[src/common/mhp_pkg.sv]
package mhp_pkg;

  typedef logic [7:0] byte_t;

  // type byte, read whole or split into direction and command
  typedef union packed {
    byte_t raw;
    struct packed {
      logic       direction;
      logic [6:0] cmd;
    } f;
  } hdr_type_u;

  ////////////////////
  // command codes
  ////////////////////

  localparam logic [6:0] CMD_PING       = 7'd1;
  localparam logic [6:0] CMD_ADDR_GRANT = 7'd4;

  // ack flag inside cmd
  localparam int ACK_BIT = 4;

  ////////////////////
  // reply templates
  ////////////////////

  localparam byte_t       RSP_PING      = 8'h81;
  localparam byte_t       RSP_GRANT     = 8'h92;
  localparam logic [15:0] GRANT_PAYLOAD = 16'h0120;

  // payload bytes per reply type
  localparam int PING_PLEN  = 0;
  localparam int GRANT_PLEN = 2;

  ////////////////////
  // header layout
  ////////////////////

  localparam int HDR_LEN  = 7;
  localparam int OFS_SRC  = 0;
  localparam int OFS_DST  = 2;
  localparam int OFS_SIZE = 4;
  localparam int OFS_TYPE = 6;

endpackage

[src/hw/frame_buffer.sv]
`timescale 1ns/10ps

module frame_buffer import mhp_pkg::*; #(
  parameter int ADDR_W = 5
) (
  input  logic              i_clk,
  input  logic              i_we_rx,
  input  logic [ADDR_W-1:0] i_addr_rx,
  input  byte_t             i_wdata_rx,
  input  logic              i_we_rp,
  input  logic [ADDR_W-1:0] i_addr_rp,
  input  byte_t             i_wdata_rp,
  input  logic [ADDR_W-1:0] i_raddr_hdr,
  input  logic [ADDR_W-1:0] i_raddr_tx,
  output byte_t             o_rdata
);

  byte_t             mem [2**ADDR_W];
  logic              we;
  logic [ADDR_W-1:0] waddr;
  logic [ADDR_W-1:0] raddr;
  byte_t             wdata;

  // idle stages drive zero
  assign we    = i_we_rx | i_we_rp;
  assign waddr = i_addr_rx | i_addr_rp;
  assign wdata = i_wdata_rx | i_wdata_rp;
  assign raddr = i_raddr_hdr | i_raddr_tx;

  always_ff @(posedge i_clk) begin
    if (we) begin
      mem[waddr] <= wdata;
    end
    o_rdata <= mem[raddr];
  end

  // receive and reply phases must not overlap
  a_one_writer: assert property (@(posedge i_clk) (i_we_rx & i_we_rp) !== 1'b1)
    else $error("receiver and reply writer both write the buffer");

endmodule

[src/hw/frame_receiver.sv]
`timescale 1ns/10ps

module frame_receiver import mhp_pkg::*; #(
  parameter int ADDR_W         = 5,
  parameter int RX_IDLE_CYCLES = 63
) (
  input  logic              i_clk,
  input  logic              i_rst,
  input  logic              i_rready,
  input  byte_t             i_rdata,
  input  logic              i_release,
  output logic              o_rreq,
  output logic              o_we,
  output logic [ADDR_W-1:0] o_addr,
  output byte_t             o_wdata,
  output logic              o_frame_end,
  output logic [ADDR_W:0]   o_frame_len
);

  localparam int GAP_W = $clog2(RX_IDLE_CYCLES + 1);

  localparam logic [1:0] S_IDLE  = 2'd0;
  localparam logic [1:0] S_REQ   = 2'd1;
  localparam logic [1:0] S_STORE = 2'd2;
  localparam logic [1:0] S_GAP   = 2'd3;

  logic [1:0]       state;
  logic             locked;
  logic [ADDR_W:0]  count;
  logic [GAP_W-1:0] gap_cnt;
  logic             gap_over;

  // msb set once the buffer is full
  assign o_rreq   = (state == S_REQ);
  assign o_we     = (state == S_STORE) && !count[ADDR_W];
  assign o_addr   = o_we ? count[ADDR_W-1:0] : '0;
  assign o_wdata  = o_we ? i_rdata : '0;
  assign gap_over = (state == S_GAP) && !i_rready && (gap_cnt == GAP_W'(RX_IDLE_CYCLES - 1));

  always_ff @(posedge i_clk) begin
    if (i_rst) begin
      state       <= S_IDLE;
      locked      <= 1'b0;
      count       <= '0;
      gap_cnt     <= '0;
      o_frame_end <= 1'b0;
    end else begin
      o_frame_end <= 1'b0;
      if (i_release) begin
        locked <= 1'b0;
      end
      case (state)
        S_IDLE: begin
          if (i_rready && !locked) begin
            count <= '0;
            state <= S_REQ;
          end
        end
        S_REQ: state <= S_STORE;
        S_STORE: begin
          gap_cnt <= '0;
          if (!count[ADDR_W]) begin
            count <= count + 1'b1;
          end
          state <= S_GAP;
        end
        default: begin
          if (i_rready) begin
            state <= S_REQ;
          end else if (gap_over) begin
            o_frame_end <= 1'b1;
            locked      <= 1'b1;
            state       <= S_IDLE;
          end else begin
            gap_cnt <= gap_cnt + 1'b1;
          end
        end
      endcase
    end
  end

  always_ff @(posedge i_clk) begin
    if (gap_over) begin
      o_frame_len <= count;
    end
  end

  a_rreq_pulse: assert property (@(posedge i_clk) disable iff (i_rst) o_rreq |=> !o_rreq)
    else $error("rreq held high on two consecutive cycles");

endmodule

[src/hw/frame_sender.sv]
`timescale 1ns/10ps

module frame_sender import mhp_pkg::*; #(
  parameter int ADDR_W    = 5,
  parameter int REPLY_LEN = 16
) (
  input  logic              i_clk,
  input  logic              i_rst,
  input  logic              i_start,
  input  logic [ADDR_W-1:0] i_reply_len,
  input  byte_t             i_rdata,
  input  logic              i_wready,
  output logic [ADDR_W-1:0] o_raddr,
  output byte_t             o_wdata,
  output logic              o_wvalid,
  output logic              o_done
);

  localparam int CNT_W = $clog2(REPLY_LEN);

  localparam logic [1:0] S_IDLE  = 2'd0;
  localparam logic [1:0] S_FETCH = 2'd1;
  localparam logic [1:0] S_SEND  = 2'd2;

  logic [1:0]       state;
  logic [CNT_W-1:0] idx;
  logic             hs;

  assign hs       = (state == S_SEND) && i_wready;
  assign o_wvalid = (state == S_SEND);
  // past the reply the tail is zero
  assign o_wdata  = (o_wvalid && (32'(idx) < 32'(i_reply_len))) ? i_rdata : '0;

  // next address goes out on the handshake, so data is ready a cycle later
  always_comb begin
    o_raddr = '0;
    if (state == S_FETCH) begin
      o_raddr = ADDR_W'(idx);
    end else if (state == S_SEND) begin
      o_raddr = hs ? ADDR_W'(idx + 1'b1) : ADDR_W'(idx);
    end
  end

  always_ff @(posedge i_clk) begin
    if (i_rst) begin
      state  <= S_IDLE;
      idx    <= '0;
      o_done <= 1'b0;
    end else begin
      o_done <= 1'b0;
      case (state)
        S_IDLE: begin
          idx <= '0;
          if (i_start) begin
            state <= S_FETCH;
          end
        end
        S_FETCH: state <= S_SEND;
        S_SEND: begin
          if (hs && int'(idx) == REPLY_LEN - 1) begin
            o_done <= 1'b1;
            state  <= S_IDLE;
          end else if (hs) begin
            idx <= idx + 1'b1;
          end
        end
        default: state <= S_IDLE;
      endcase
    end
  end

  a_hold_data: assert property (@(posedge i_clk) disable iff (i_rst)
    o_wvalid && !i_wready |=> $stable(o_wdata))
    else $error("wdata changed while stalled by wready");

endmodule

[src/hw/mhp_top.sv]
`timescale 1ns/10ps

module mhp_top import mhp_pkg::*; #(
  parameter int ADDR_W         = 5,
  parameter int RX_IDLE_CYCLES = 63,
  parameter int REPLY_LEN      = 16
) (
  input  logic  i_clk,
  input  logic  i_rst,
  input  logic  i_rready,
  output logic  o_rreq,
  input  byte_t i_rdata,
  output byte_t o_wdata,
  output logic  o_wvalid,
  input  logic  i_wready,
  output logic  o_done
);

  ////////////////////
  // buffer ports
  ////////////////////

  logic              we_rx;
  logic [ADDR_W-1:0] addr_rx;
  byte_t             wdata_rx;
  logic              we_rp;
  logic [ADDR_W-1:0] addr_rp;
  byte_t             wdata_rp;
  logic [ADDR_W-1:0] raddr_hdr;
  logic [ADDR_W-1:0] raddr_tx;
  byte_t             rdata;

  ////////////////////
  // stage chain
  ////////////////////

  logic              frame_end;
  logic              hdr_done;
  logic [15:0]       src;
  logic [15:0]       dst;
  hdr_type_u         hdr_type;
  logic              reply_ready;
  logic              reply_drop;
  logic [ADDR_W-1:0] reply_len;
  logic              send_done;

  // finished either by a sent reply or a dropped frame
  assign o_done = send_done | reply_drop;

  frame_buffer #(.ADDR_W(ADDR_W)) u_buffer (
    .i_clk       (i_clk),
    .i_we_rx     (we_rx),
    .i_addr_rx   (addr_rx),
    .i_wdata_rx  (wdata_rx),
    .i_we_rp     (we_rp),
    .i_addr_rp   (addr_rp),
    .i_wdata_rp  (wdata_rp),
    .i_raddr_hdr (raddr_hdr),
    .i_raddr_tx  (raddr_tx),
    .o_rdata     (rdata)
  );

  frame_receiver #(.ADDR_W(ADDR_W), .RX_IDLE_CYCLES(RX_IDLE_CYCLES)) u_receiver (
    .i_clk       (i_clk),
    .i_rst       (i_rst),
    .i_rready    (i_rready),
    .i_rdata     (i_rdata),
    .i_release   (o_done),
    .o_rreq      (o_rreq),
    .o_we        (we_rx),
    .o_addr      (addr_rx),
    .o_wdata     (wdata_rx),
    .o_frame_end (frame_end),
    .o_frame_len ()
  );

  header_reader #(.ADDR_W(ADDR_W)) u_header (
    .i_clk      (i_clk),
    .i_rst      (i_rst),
    .i_start    (frame_end),
    .i_rdata    (rdata),
    .o_raddr    (raddr_hdr),
    .o_src      (src),
    .o_dst      (dst),
    .o_size     (),
    .o_type     (hdr_type),
    .o_hdr_done (hdr_done)
  );

  reply_writer #(.ADDR_W(ADDR_W)) u_writer (
    .i_clk         (i_clk),
    .i_rst         (i_rst),
    .i_start       (hdr_done),
    .i_src         (src),
    .i_dst         (dst),
    .i_type        (hdr_type),
    .o_we          (we_rp),
    .o_addr        (addr_rp),
    .o_wdata       (wdata_rp),
    .o_reply_ready (reply_ready),
    .o_reply_len   (reply_len),
    .o_reply_drop  (reply_drop)
  );

  frame_sender #(.ADDR_W(ADDR_W), .REPLY_LEN(REPLY_LEN)) u_sender (
    .i_clk       (i_clk),
    .i_rst       (i_rst),
    .i_start     (reply_ready),
    .i_reply_len (reply_len),
    .i_rdata     (rdata),
    .i_wready    (i_wready),
    .o_raddr     (raddr_tx),
    .o_wdata     (o_wdata),
    .o_wvalid    (o_wvalid),
    .o_done      (send_done)
  );

endmodule

[src/reply/header_reader.sv]
`timescale 1ns/10ps

module header_reader import mhp_pkg::*; #(
  parameter int ADDR_W = 5
) (
  input  logic              i_clk,
  input  logic              i_rst,
  input  logic              i_start,
  input  byte_t             i_rdata,
  output logic [ADDR_W-1:0] o_raddr,
  output logic [15:0]       o_src,
  output logic [15:0]       o_dst,
  output logic [15:0]       o_size,
  output hdr_type_u         o_type,
  output logic              o_hdr_done
);

  localparam int IDX_W = $clog2(HDR_LEN);

  localparam logic [1:0] S_IDLE = 2'd0;
  localparam logic [1:0] S_ADDR = 2'd1;
  localparam logic [1:0] S_LOAD = 2'd2;

  logic [1:0]       state;
  logic [IDX_W-1:0] idx;

  assign o_raddr = (state != S_IDLE) ? ADDR_W'(idx) : '0;

  // address one cycle, load the next
  always_ff @(posedge i_clk) begin
    if (i_rst) begin
      state      <= S_IDLE;
      idx        <= '0;
      o_hdr_done <= 1'b0;
    end else begin
      o_hdr_done <= 1'b0;
      case (state)
        S_IDLE: begin
          idx <= '0;
          if (i_start) begin
            state <= S_ADDR;
          end
        end
        S_ADDR: state <= S_LOAD;
        S_LOAD: begin
          if (int'(idx) == HDR_LEN - 1) begin
            o_hdr_done <= 1'b1;
            state      <= S_IDLE;
          end else begin
            idx   <= idx + 1'b1;
            state <= S_ADDR;
          end
        end
        default: state <= S_IDLE;
      endcase
    end
  end

  always_ff @(posedge i_clk) begin
    if (state == S_LOAD) begin
      case (int'(idx))
        OFS_SRC:      o_src[15:8]  <= i_rdata;
        OFS_SRC + 1:  o_src[7:0]   <= i_rdata;
        OFS_DST:      o_dst[15:8]  <= i_rdata;
        OFS_DST + 1:  o_dst[7:0]   <= i_rdata;
        OFS_SIZE:     o_size[15:8] <= i_rdata;
        OFS_SIZE + 1: o_size[7:0]  <= i_rdata;
        default:      o_type.raw   <= i_rdata;
      endcase
    end
  end

endmodule

[src/reply/reply_writer.sv]
`timescale 1ns/10ps

module reply_writer import mhp_pkg::*; #(
  parameter int ADDR_W = 5
) (
  input  logic              i_clk,
  input  logic              i_rst,
  input  logic              i_start,
  input  logic [15:0]       i_src,
  input  logic [15:0]       i_dst,
  input  hdr_type_u         i_type,
  output logic              o_we,
  output logic [ADDR_W-1:0] o_addr,
  output byte_t             o_wdata,
  output logic              o_reply_ready,
  output logic [ADDR_W-1:0] o_reply_len,
  output logic              o_reply_drop
);

  logic              busy;
  logic              is_grant;
  logic              known;
  logic [ADDR_W-1:0] idx;
  logic [ADDR_W-1:0] ck_pos;
  logic [15:0]       csum;
  byte_t             cur;

  // acked frames and unknown commands get no reply
  assign known = !i_type.f.cmd[ACK_BIT] &&
                 ((i_type.f.cmd == CMD_PING) || (i_type.f.cmd == CMD_ADDR_GRANT));

  // checksum follows header and payload
  assign ck_pos = ADDR_W'(HDR_LEN + (is_grant ? GRANT_PLEN : PING_PLEN));

  assign o_we    = busy;
  assign o_addr  = busy ? idx : '0;
  assign o_wdata = busy ? cur : '0;

  ////////////////////
  // reply byte
  ////////////////////

  // addresses swap places, reply source is the received destination
  always_comb begin
    cur = '0;
    if (idx == ck_pos) begin
      cur = csum[15:8];
    end else if (idx == ck_pos + 1'b1) begin
      cur = csum[7:0];
    end else begin
      case (int'(idx))
        OFS_SRC:      cur = i_dst[15:8];
        OFS_SRC + 1:  cur = i_dst[7:0];
        OFS_DST:      cur = i_src[15:8];
        OFS_DST + 1:  cur = i_src[7:0];
        OFS_SIZE + 1: cur = is_grant ? 8'(GRANT_PLEN) : 8'(PING_PLEN);
        OFS_TYPE:     cur = is_grant ? RSP_GRANT : RSP_PING;
        HDR_LEN:      cur = GRANT_PAYLOAD[15:8];
        HDR_LEN + 1:  cur = GRANT_PAYLOAD[7:0];
        default:      cur = '0;
      endcase
    end
  end

  ////////////////////
  // write sequence
  ////////////////////

  always_ff @(posedge i_clk) begin
    if (i_rst) begin
      busy          <= 1'b0;
      idx           <= '0;
      o_reply_ready <= 1'b0;
      o_reply_drop  <= 1'b0;
    end else begin
      o_reply_ready <= 1'b0;
      o_reply_drop  <= 1'b0;
      if (!busy) begin
        idx <= '0;
        if (i_start) begin
          busy         <= known;
          o_reply_drop <= !known;
        end
      end else begin
        idx <= idx + 1'b1;
        if (idx == ck_pos + 1'b1) begin
          busy          <= 1'b0;
          o_reply_ready <= 1'b1;
        end
      end
    end
  end

  // one byte per cycle, sum runs up to the checksum slot
  always_ff @(posedge i_clk) begin
    if (!busy) begin
      csum     <= '0;
      is_grant <= (i_type.f.cmd == CMD_ADDR_GRANT);
    end else if (idx < ck_pos) begin
      csum <= csum + 16'(cur);
    end
    if (busy && idx == ck_pos + 1'b1) begin
      o_reply_len <= idx + 1'b1;
    end
  end

endmodule

[config.mk]
export PLATFORM = sky130hd
export DESIGN_NAME = mhp_top
export DESIGN_NICKNAME = d
export VERILOG_FILES = /design/src/common/mhp_pkg.sv /design/src/hw/frame_buffer.sv /design/src/hw/frame_receiver.sv /design/src/hw/frame_sender.sv /design/src/hw/mhp_top.sv /design/src/reply/header_reader.sv /design/src/reply/reply_writer.sv
export SDC_FILE = /design/constraint.sdc
export NUM_CORES = 1
export LEC_CHECK = 0
export BUFFER_PORTS_ARGS = -buffer_cell sky130_fd_sc_hd__buf_4
export CAP_MARGIN = 30
export CORE_ASPECT_RATIO = 0.7
export CORE_MARGIN = 3
export CORE_UTILIZATION = 32
export DETAILED_ROUTE_END_ITERATION = 16
export MAX_ROUTING_LAYER = met4
export PLACE_DENSITY = 0.42
export SKIP_CTS_REPAIR_TIMING = 1
export SYNTH_ARGS = -nofsm -noshare
export SYNTH_HDL_FRONTEND = slang
export SYNTH_SLANG_ARGS = --single-unit
[constraint.sdc]
create_clock -name i_clk -period 8.56 [get_ports i_clk]
set_input_delay 0.856 -clock i_clk [delete_from_list [all_inputs] [get_ports i_clk]]
set_output_delay 0.856 -clock i_clk [all_outputs]
set_load 0.1 [all_outputs]
==> results by group <==
Outcome
  – Result of the run: complete, no violations

Drt
  – Initial DRC count: 727
  – Detailed-route vias per instance: 5.15
  – Number of iterations in the first detailed-routing pass: 5
  – Final ANT Viol Nets: 0
  – Detailed-route wire length per cell: 22.0 um
  – DRC violation count after routing: 0
  – Number of vias after detailed routing: 10000
  – Total length of routed wires: 42.8 mm

Synth
  – Ys Warns: 0
  – Synthesized flop and latch total: 362
  – Count of distinct cell types in the synthesized netlist: 66
  – Synth Instances: 1238
  – Post-synthesis async set-or-reset flop share: 0%
  – Most instantiated flip-flop cell in the synthesis netlist: sky130_fd_sc_hd__edfxtp_1
  – Post-synthesis adder-cell area fraction: 2.69%
  – EDFF count, synth: 301
  – Compound-Gate Fraction of Synth Area: 11.2%
  – Mapped Nets: 1283
  – Sequential area share after synthesis: 65.6%
  – Multiplexer share of the synthesized area: 2.95%
  – Largest area contributor in the netlist: sky130_fd_sc_hd__edfxtp_1
  – Dominant combinational cell family by area after synthesis: simple AND/OR/NAND/NOR gates
  – Synthesized area per cell: 12.6 sq um
  – Netlist Area Pre-Place: 15600 sq um
  – Share of the synthesized netlist area taken by xor and xnor gates: 1.34%
  – Top post-synthesis cells by area: sky130_fd_sc_hd__edfxtp_1 (58%), sky130_fd_sc_hd__dfxtp_1 (7.8%), sky130_fd_sc_hd__nand2_1 (3.5%)
  – Simple-Gate Fraction of Synth Area: 13.0%
  – Synth top area share: 57.8%

Pwr
  – Static leakage: 0.00614 uW
  – Worst-case vdd ir drop: 0.000122 V
  – Power after layout: 4080 uW
  – Cell area power density: 229 nW/um^2

Timing
  – Tcrit/Tclk final: 47.3%
  – Final number of max-transition violations: 0
  – Final setup vio count: 0
  – Sum of negative setup slack: 0 ps
  – Worst hold-check slack: 466 ps
  – Time the worst path needs with I/O delays and setup: 4050 ps
  – Final Hold Fails: 0
  – Worst-Margin Slew: 1080 ps
  – Highest Clock Rate: 0.247 GHz
  – Rel. slew slack: 27.5%
  – Worst clock skew on the final layout: 15.4 ps
  – Setup repair after global routing missed its margin: false

Placed design
  – Routability congestion estimate from global placement: 0.801
  – Half-perimeter wire length of the detailed placement result: 27.7 mm
  – Total of buffers placed on input and output ports: 22
  – Number of placed instances, taps included: 1870

Global routing
  – Pin count of the biggest net entering global routing: 81
  – Total global routing overflow: 0
  – Overall Global Routing Usage: 16.8%
  – Via count of the first global-routing pass: 9414
  – Antenna violations before repair: 2
  – Wire length of the first global-routing pass: 63.1 mm

Cells and area
  – Diodes inserted: 0
  – Sequential cell area in the final layout: 10300 sq um
  – Share of post-route cells with drive strength above 1: 11.2%
  – Post-route insts no fill: 1945
  – End-of-flow core utilization: 37.1%
  – Number of nets in the finished design: 1305
  – FILL cells: 4610
  – Synth-to-Final Area Change: 14.0%
  – Multi-input combinational cell area: 4900 sq um

Setup path
  – Category of the worst setup path launch point: register
  – Highest net fanout along the worst path: 59
  – Arrival time at the worst endpoint: 4450 ps
  – Worst endpoint required time: 8960 ps
  – Critical path class: reg -> reg
  – Category of the worst setup path capture point: register

Run
  – Number of max-cap violations: 0

CTS
  – Max Root-Sink Buffers: 3
  – Root buf cell: sky130_fd_sc_hd__clkbuf_16
  – Clock tree from TritonCTS: built
  – Total CTS buffers: 39
  – Clock slew at the register clock pins of the worst setup and hold paths: 60 ps
  – Sinks on the clock net: 362
  – Level count of the clock H-tree: 2
  – Worst-skew pair later-pin latency: 540 ps

Floorplan
  – Die area: 51600 sq um
  – Die W: 270 um
  – Boundary pin count: 23
  – CORE AREA: 48000 sq um
  – Effective utilization at floorplan: 32.5%
  – Die Y: 191 um
  – Count of standard-cell rows: 67

Hold path
  – Worst hold path class: reg -> reg
layout make-up:
type,instances,area share [%]
multi-input combinational,773,27.5
clock buffer,46,5.92
inverter,32,0.674
sequential,362,57.6
timing repair buffer,52,2.42
tap,655,4.60
clock inverter,25,1.29
metrics by stage:
step | setup WS, ps | area, sq um
after global placement | 4070 | 16400
after global routing | 4310 | 17800
final | 4510 | 17800
after detailed placement | 4090 | 16500
after CTS | 4350 | 17800
after floorplan | 5070 | 15600
critical path: stages, from the launching register on:
cell,delay [ps]
sky130_fd_sc_hd__dfxtp_1,560
sky130_fd_sc_hd__ha_1,330
sky130_fd_sc_hd__mux2_4,290
sky130_fd_sc_hd__a221o_4,600
sky130_fd_sc_hd__buf_4,330
sky130_fd_sc_hd__buf_16,230
sky130_fd_sc_hd__mux2i_1,170
sky130_fd_sc_hd__mux2_2,290
sky130_fd_sc_hd__a22oi_1,320
sky130_fd_sc_hd__o221ai_1,260
sky130_fd_sc_hd__nor4_1,460
placed cells by master, fill, tap and decap left out, types with 5 or more instances in the layout:
master,netlist,layout
sky130_fd_sc_hd__edfxtp_1,301,301
sky130_fd_sc_hd__nand2_1,144,143
sky130_fd_sc_hd__nor2_1,106,106
sky130_fd_sc_hd__a21oi_1,62,62
sky130_fd_sc_hd__dfxtp_1,61,61
sky130_fd_sc_hd__and3_1,49,49
sky130_fd_sc_hd__buf_4,4,44
sky130_fd_sc_hd__clkbuf_16,0,41
sky130_fd_sc_hd__ha_1,32,32
sky130_fd_sc_hd__mux2i_1,31,31
sky130_fd_sc_hd__inv_1,30,30
sky130_fd_sc_hd__nand3_1,24,24
sky130_fd_sc_hd__a211oi_1,24,24
sky130_fd_sc_hd__a22oi_1,23,23
sky130_fd_sc_hd__a31oi_1,23,23
sky130_fd_sc_hd__nor4_1,21,21
sky130_fd_sc_hd__o21ai_0,18,18
sky130_fd_sc_hd__nor3_1,14,14
sky130_fd_sc_hd__and2_1,14,14
sky130_fd_sc_hd__xnor2_1,13,13
sky130_fd_sc_hd__a311o_1,12,12
sky130_fd_sc_hd__and2_0,12,12
sky130_fd_sc_hd__mux2_2,12,12
sky130_fd_sc_hd__a22o_1,12,12
sky130_fd_sc_hd__xor2_1,11,11
sky130_fd_sc_hd__nand4_1,10,10
sky130_fd_sc_hd__clkinv_2,0,9
sky130_fd_sc_hd__a21o_1,8,8
sky130_fd_sc_hd__a311oi_1,8,8
sky130_fd_sc_hd__nand2b_1,7,7
sky130_fd_sc_hd__clkinv_1,0,7
sky130_fd_sc_hd__o22ai_1,6,6
sky130_fd_sc_hd__o221ai_1,6,6
sky130_fd_sc_hd__buf_6,8,6
sky130_fd_sc_hd__o211ai_1,5,5
sky130_fd_sc_hd__a222oi_1,5,5
sky130_fd_sc_hd__o21a_1,5,5
sky130_fd_sc_hd__nor2b_1,6,5
sky130_fd_sc_hd__a211o_1,5,5
sequential cells by signal, summed over array words and instances, names as in the netlist:
name,flops
u_buffer.mem,256
u_writer.o_we,1
u_sender.idx,4
u_receiver.count,6
u_writer.o_reply_ready,1
u_sender.state,2
u_writer.o_reply_len,5
u_header.o_src,16
u_header.o_dst,16
u_writer.is_grant,1
u_buffer.o_rdata,8
u_header.o_type,7
u_receiver.o_frame_end,1
u_writer.csum,16
u_receiver.gap_cnt,6
u_sender.o_done,1
u_receiver.locked,1
u_receiver.state,2
u_header.state,2
u_writer.o_reply_drop,1
u_writer.idx,5
u_header.idx,3
u_header.o_hdr_done,1
routing by layer:
metal  GRT usage, %  up-vias  share of wire, %
li1               -     4700                 -
met1           26.2     5025                53
met2           22.0      248                39
met3           3.41       46               5.8
met4           3.61        0               1.7
met5              -        -                 0
synthesized netlist by cell type, types with 16 or more instances:
library cell               count
sky130_fd_sc_hd__edfxtp_1    301
sky130_fd_sc_hd__nand2_1     144
sky130_fd_sc_hd__nor2_1      106
sky130_fd_sc_hd__a21oi_1      62
sky130_fd_sc_hd__dfxtp_1      61
sky130_fd_sc_hd__and3_1       49
sky130_fd_sc_hd__clkbuf_1     38
sky130_fd_sc_hd__ha_1         32
sky130_fd_sc_hd__mux2i_1      31
sky130_fd_sc_hd__inv_1        30
sky130_fd_sc_hd__a211oi_1     24
sky130_fd_sc_hd__nand3_1      24
sky130_fd_sc_hd__a22oi_1      23
sky130_fd_sc_hd__a31oi_1      23
sky130_fd_sc_hd__nor4_1       21
sky130_fd_sc_hd__o21ai_0      18
sky130_fd_sc_hd__buf_2        16
kinds of logic after synthesis:
| group | Yosys count |
|---|---|
| buf+inv | 103 |
| flops | 362 |
| xor+xnor | 24 |
| simple gates | 427 |
| compound gates | 245 |
| mux | 44 |
| fa+ha+maj | 33 |
final timing paths:
path | from | slack (ps) | cells after the start | endpoint
max reg2reg | u_sender.idx[1] | 4510 | 10 | u_buffer.o_rdata[0]
max | u_sender.idx[1] | 4510 | 10 | u_buffer.o_rdata[0]
min reg2reg | u_receiver.locked | 470 | 2 | u_receiver.locked
min | u_receiver.locked | 470 | 2 | u_receiver.locked
power by group:
group | internal, uW | total, uW | switching, uW
Sequential | 2010 | 2050 | 39.3
Combinational | 83.8 | 314 | 230
Clock | 1000 | 1720 | 716
Note: power is estimated with default switching activity, not from simulation.
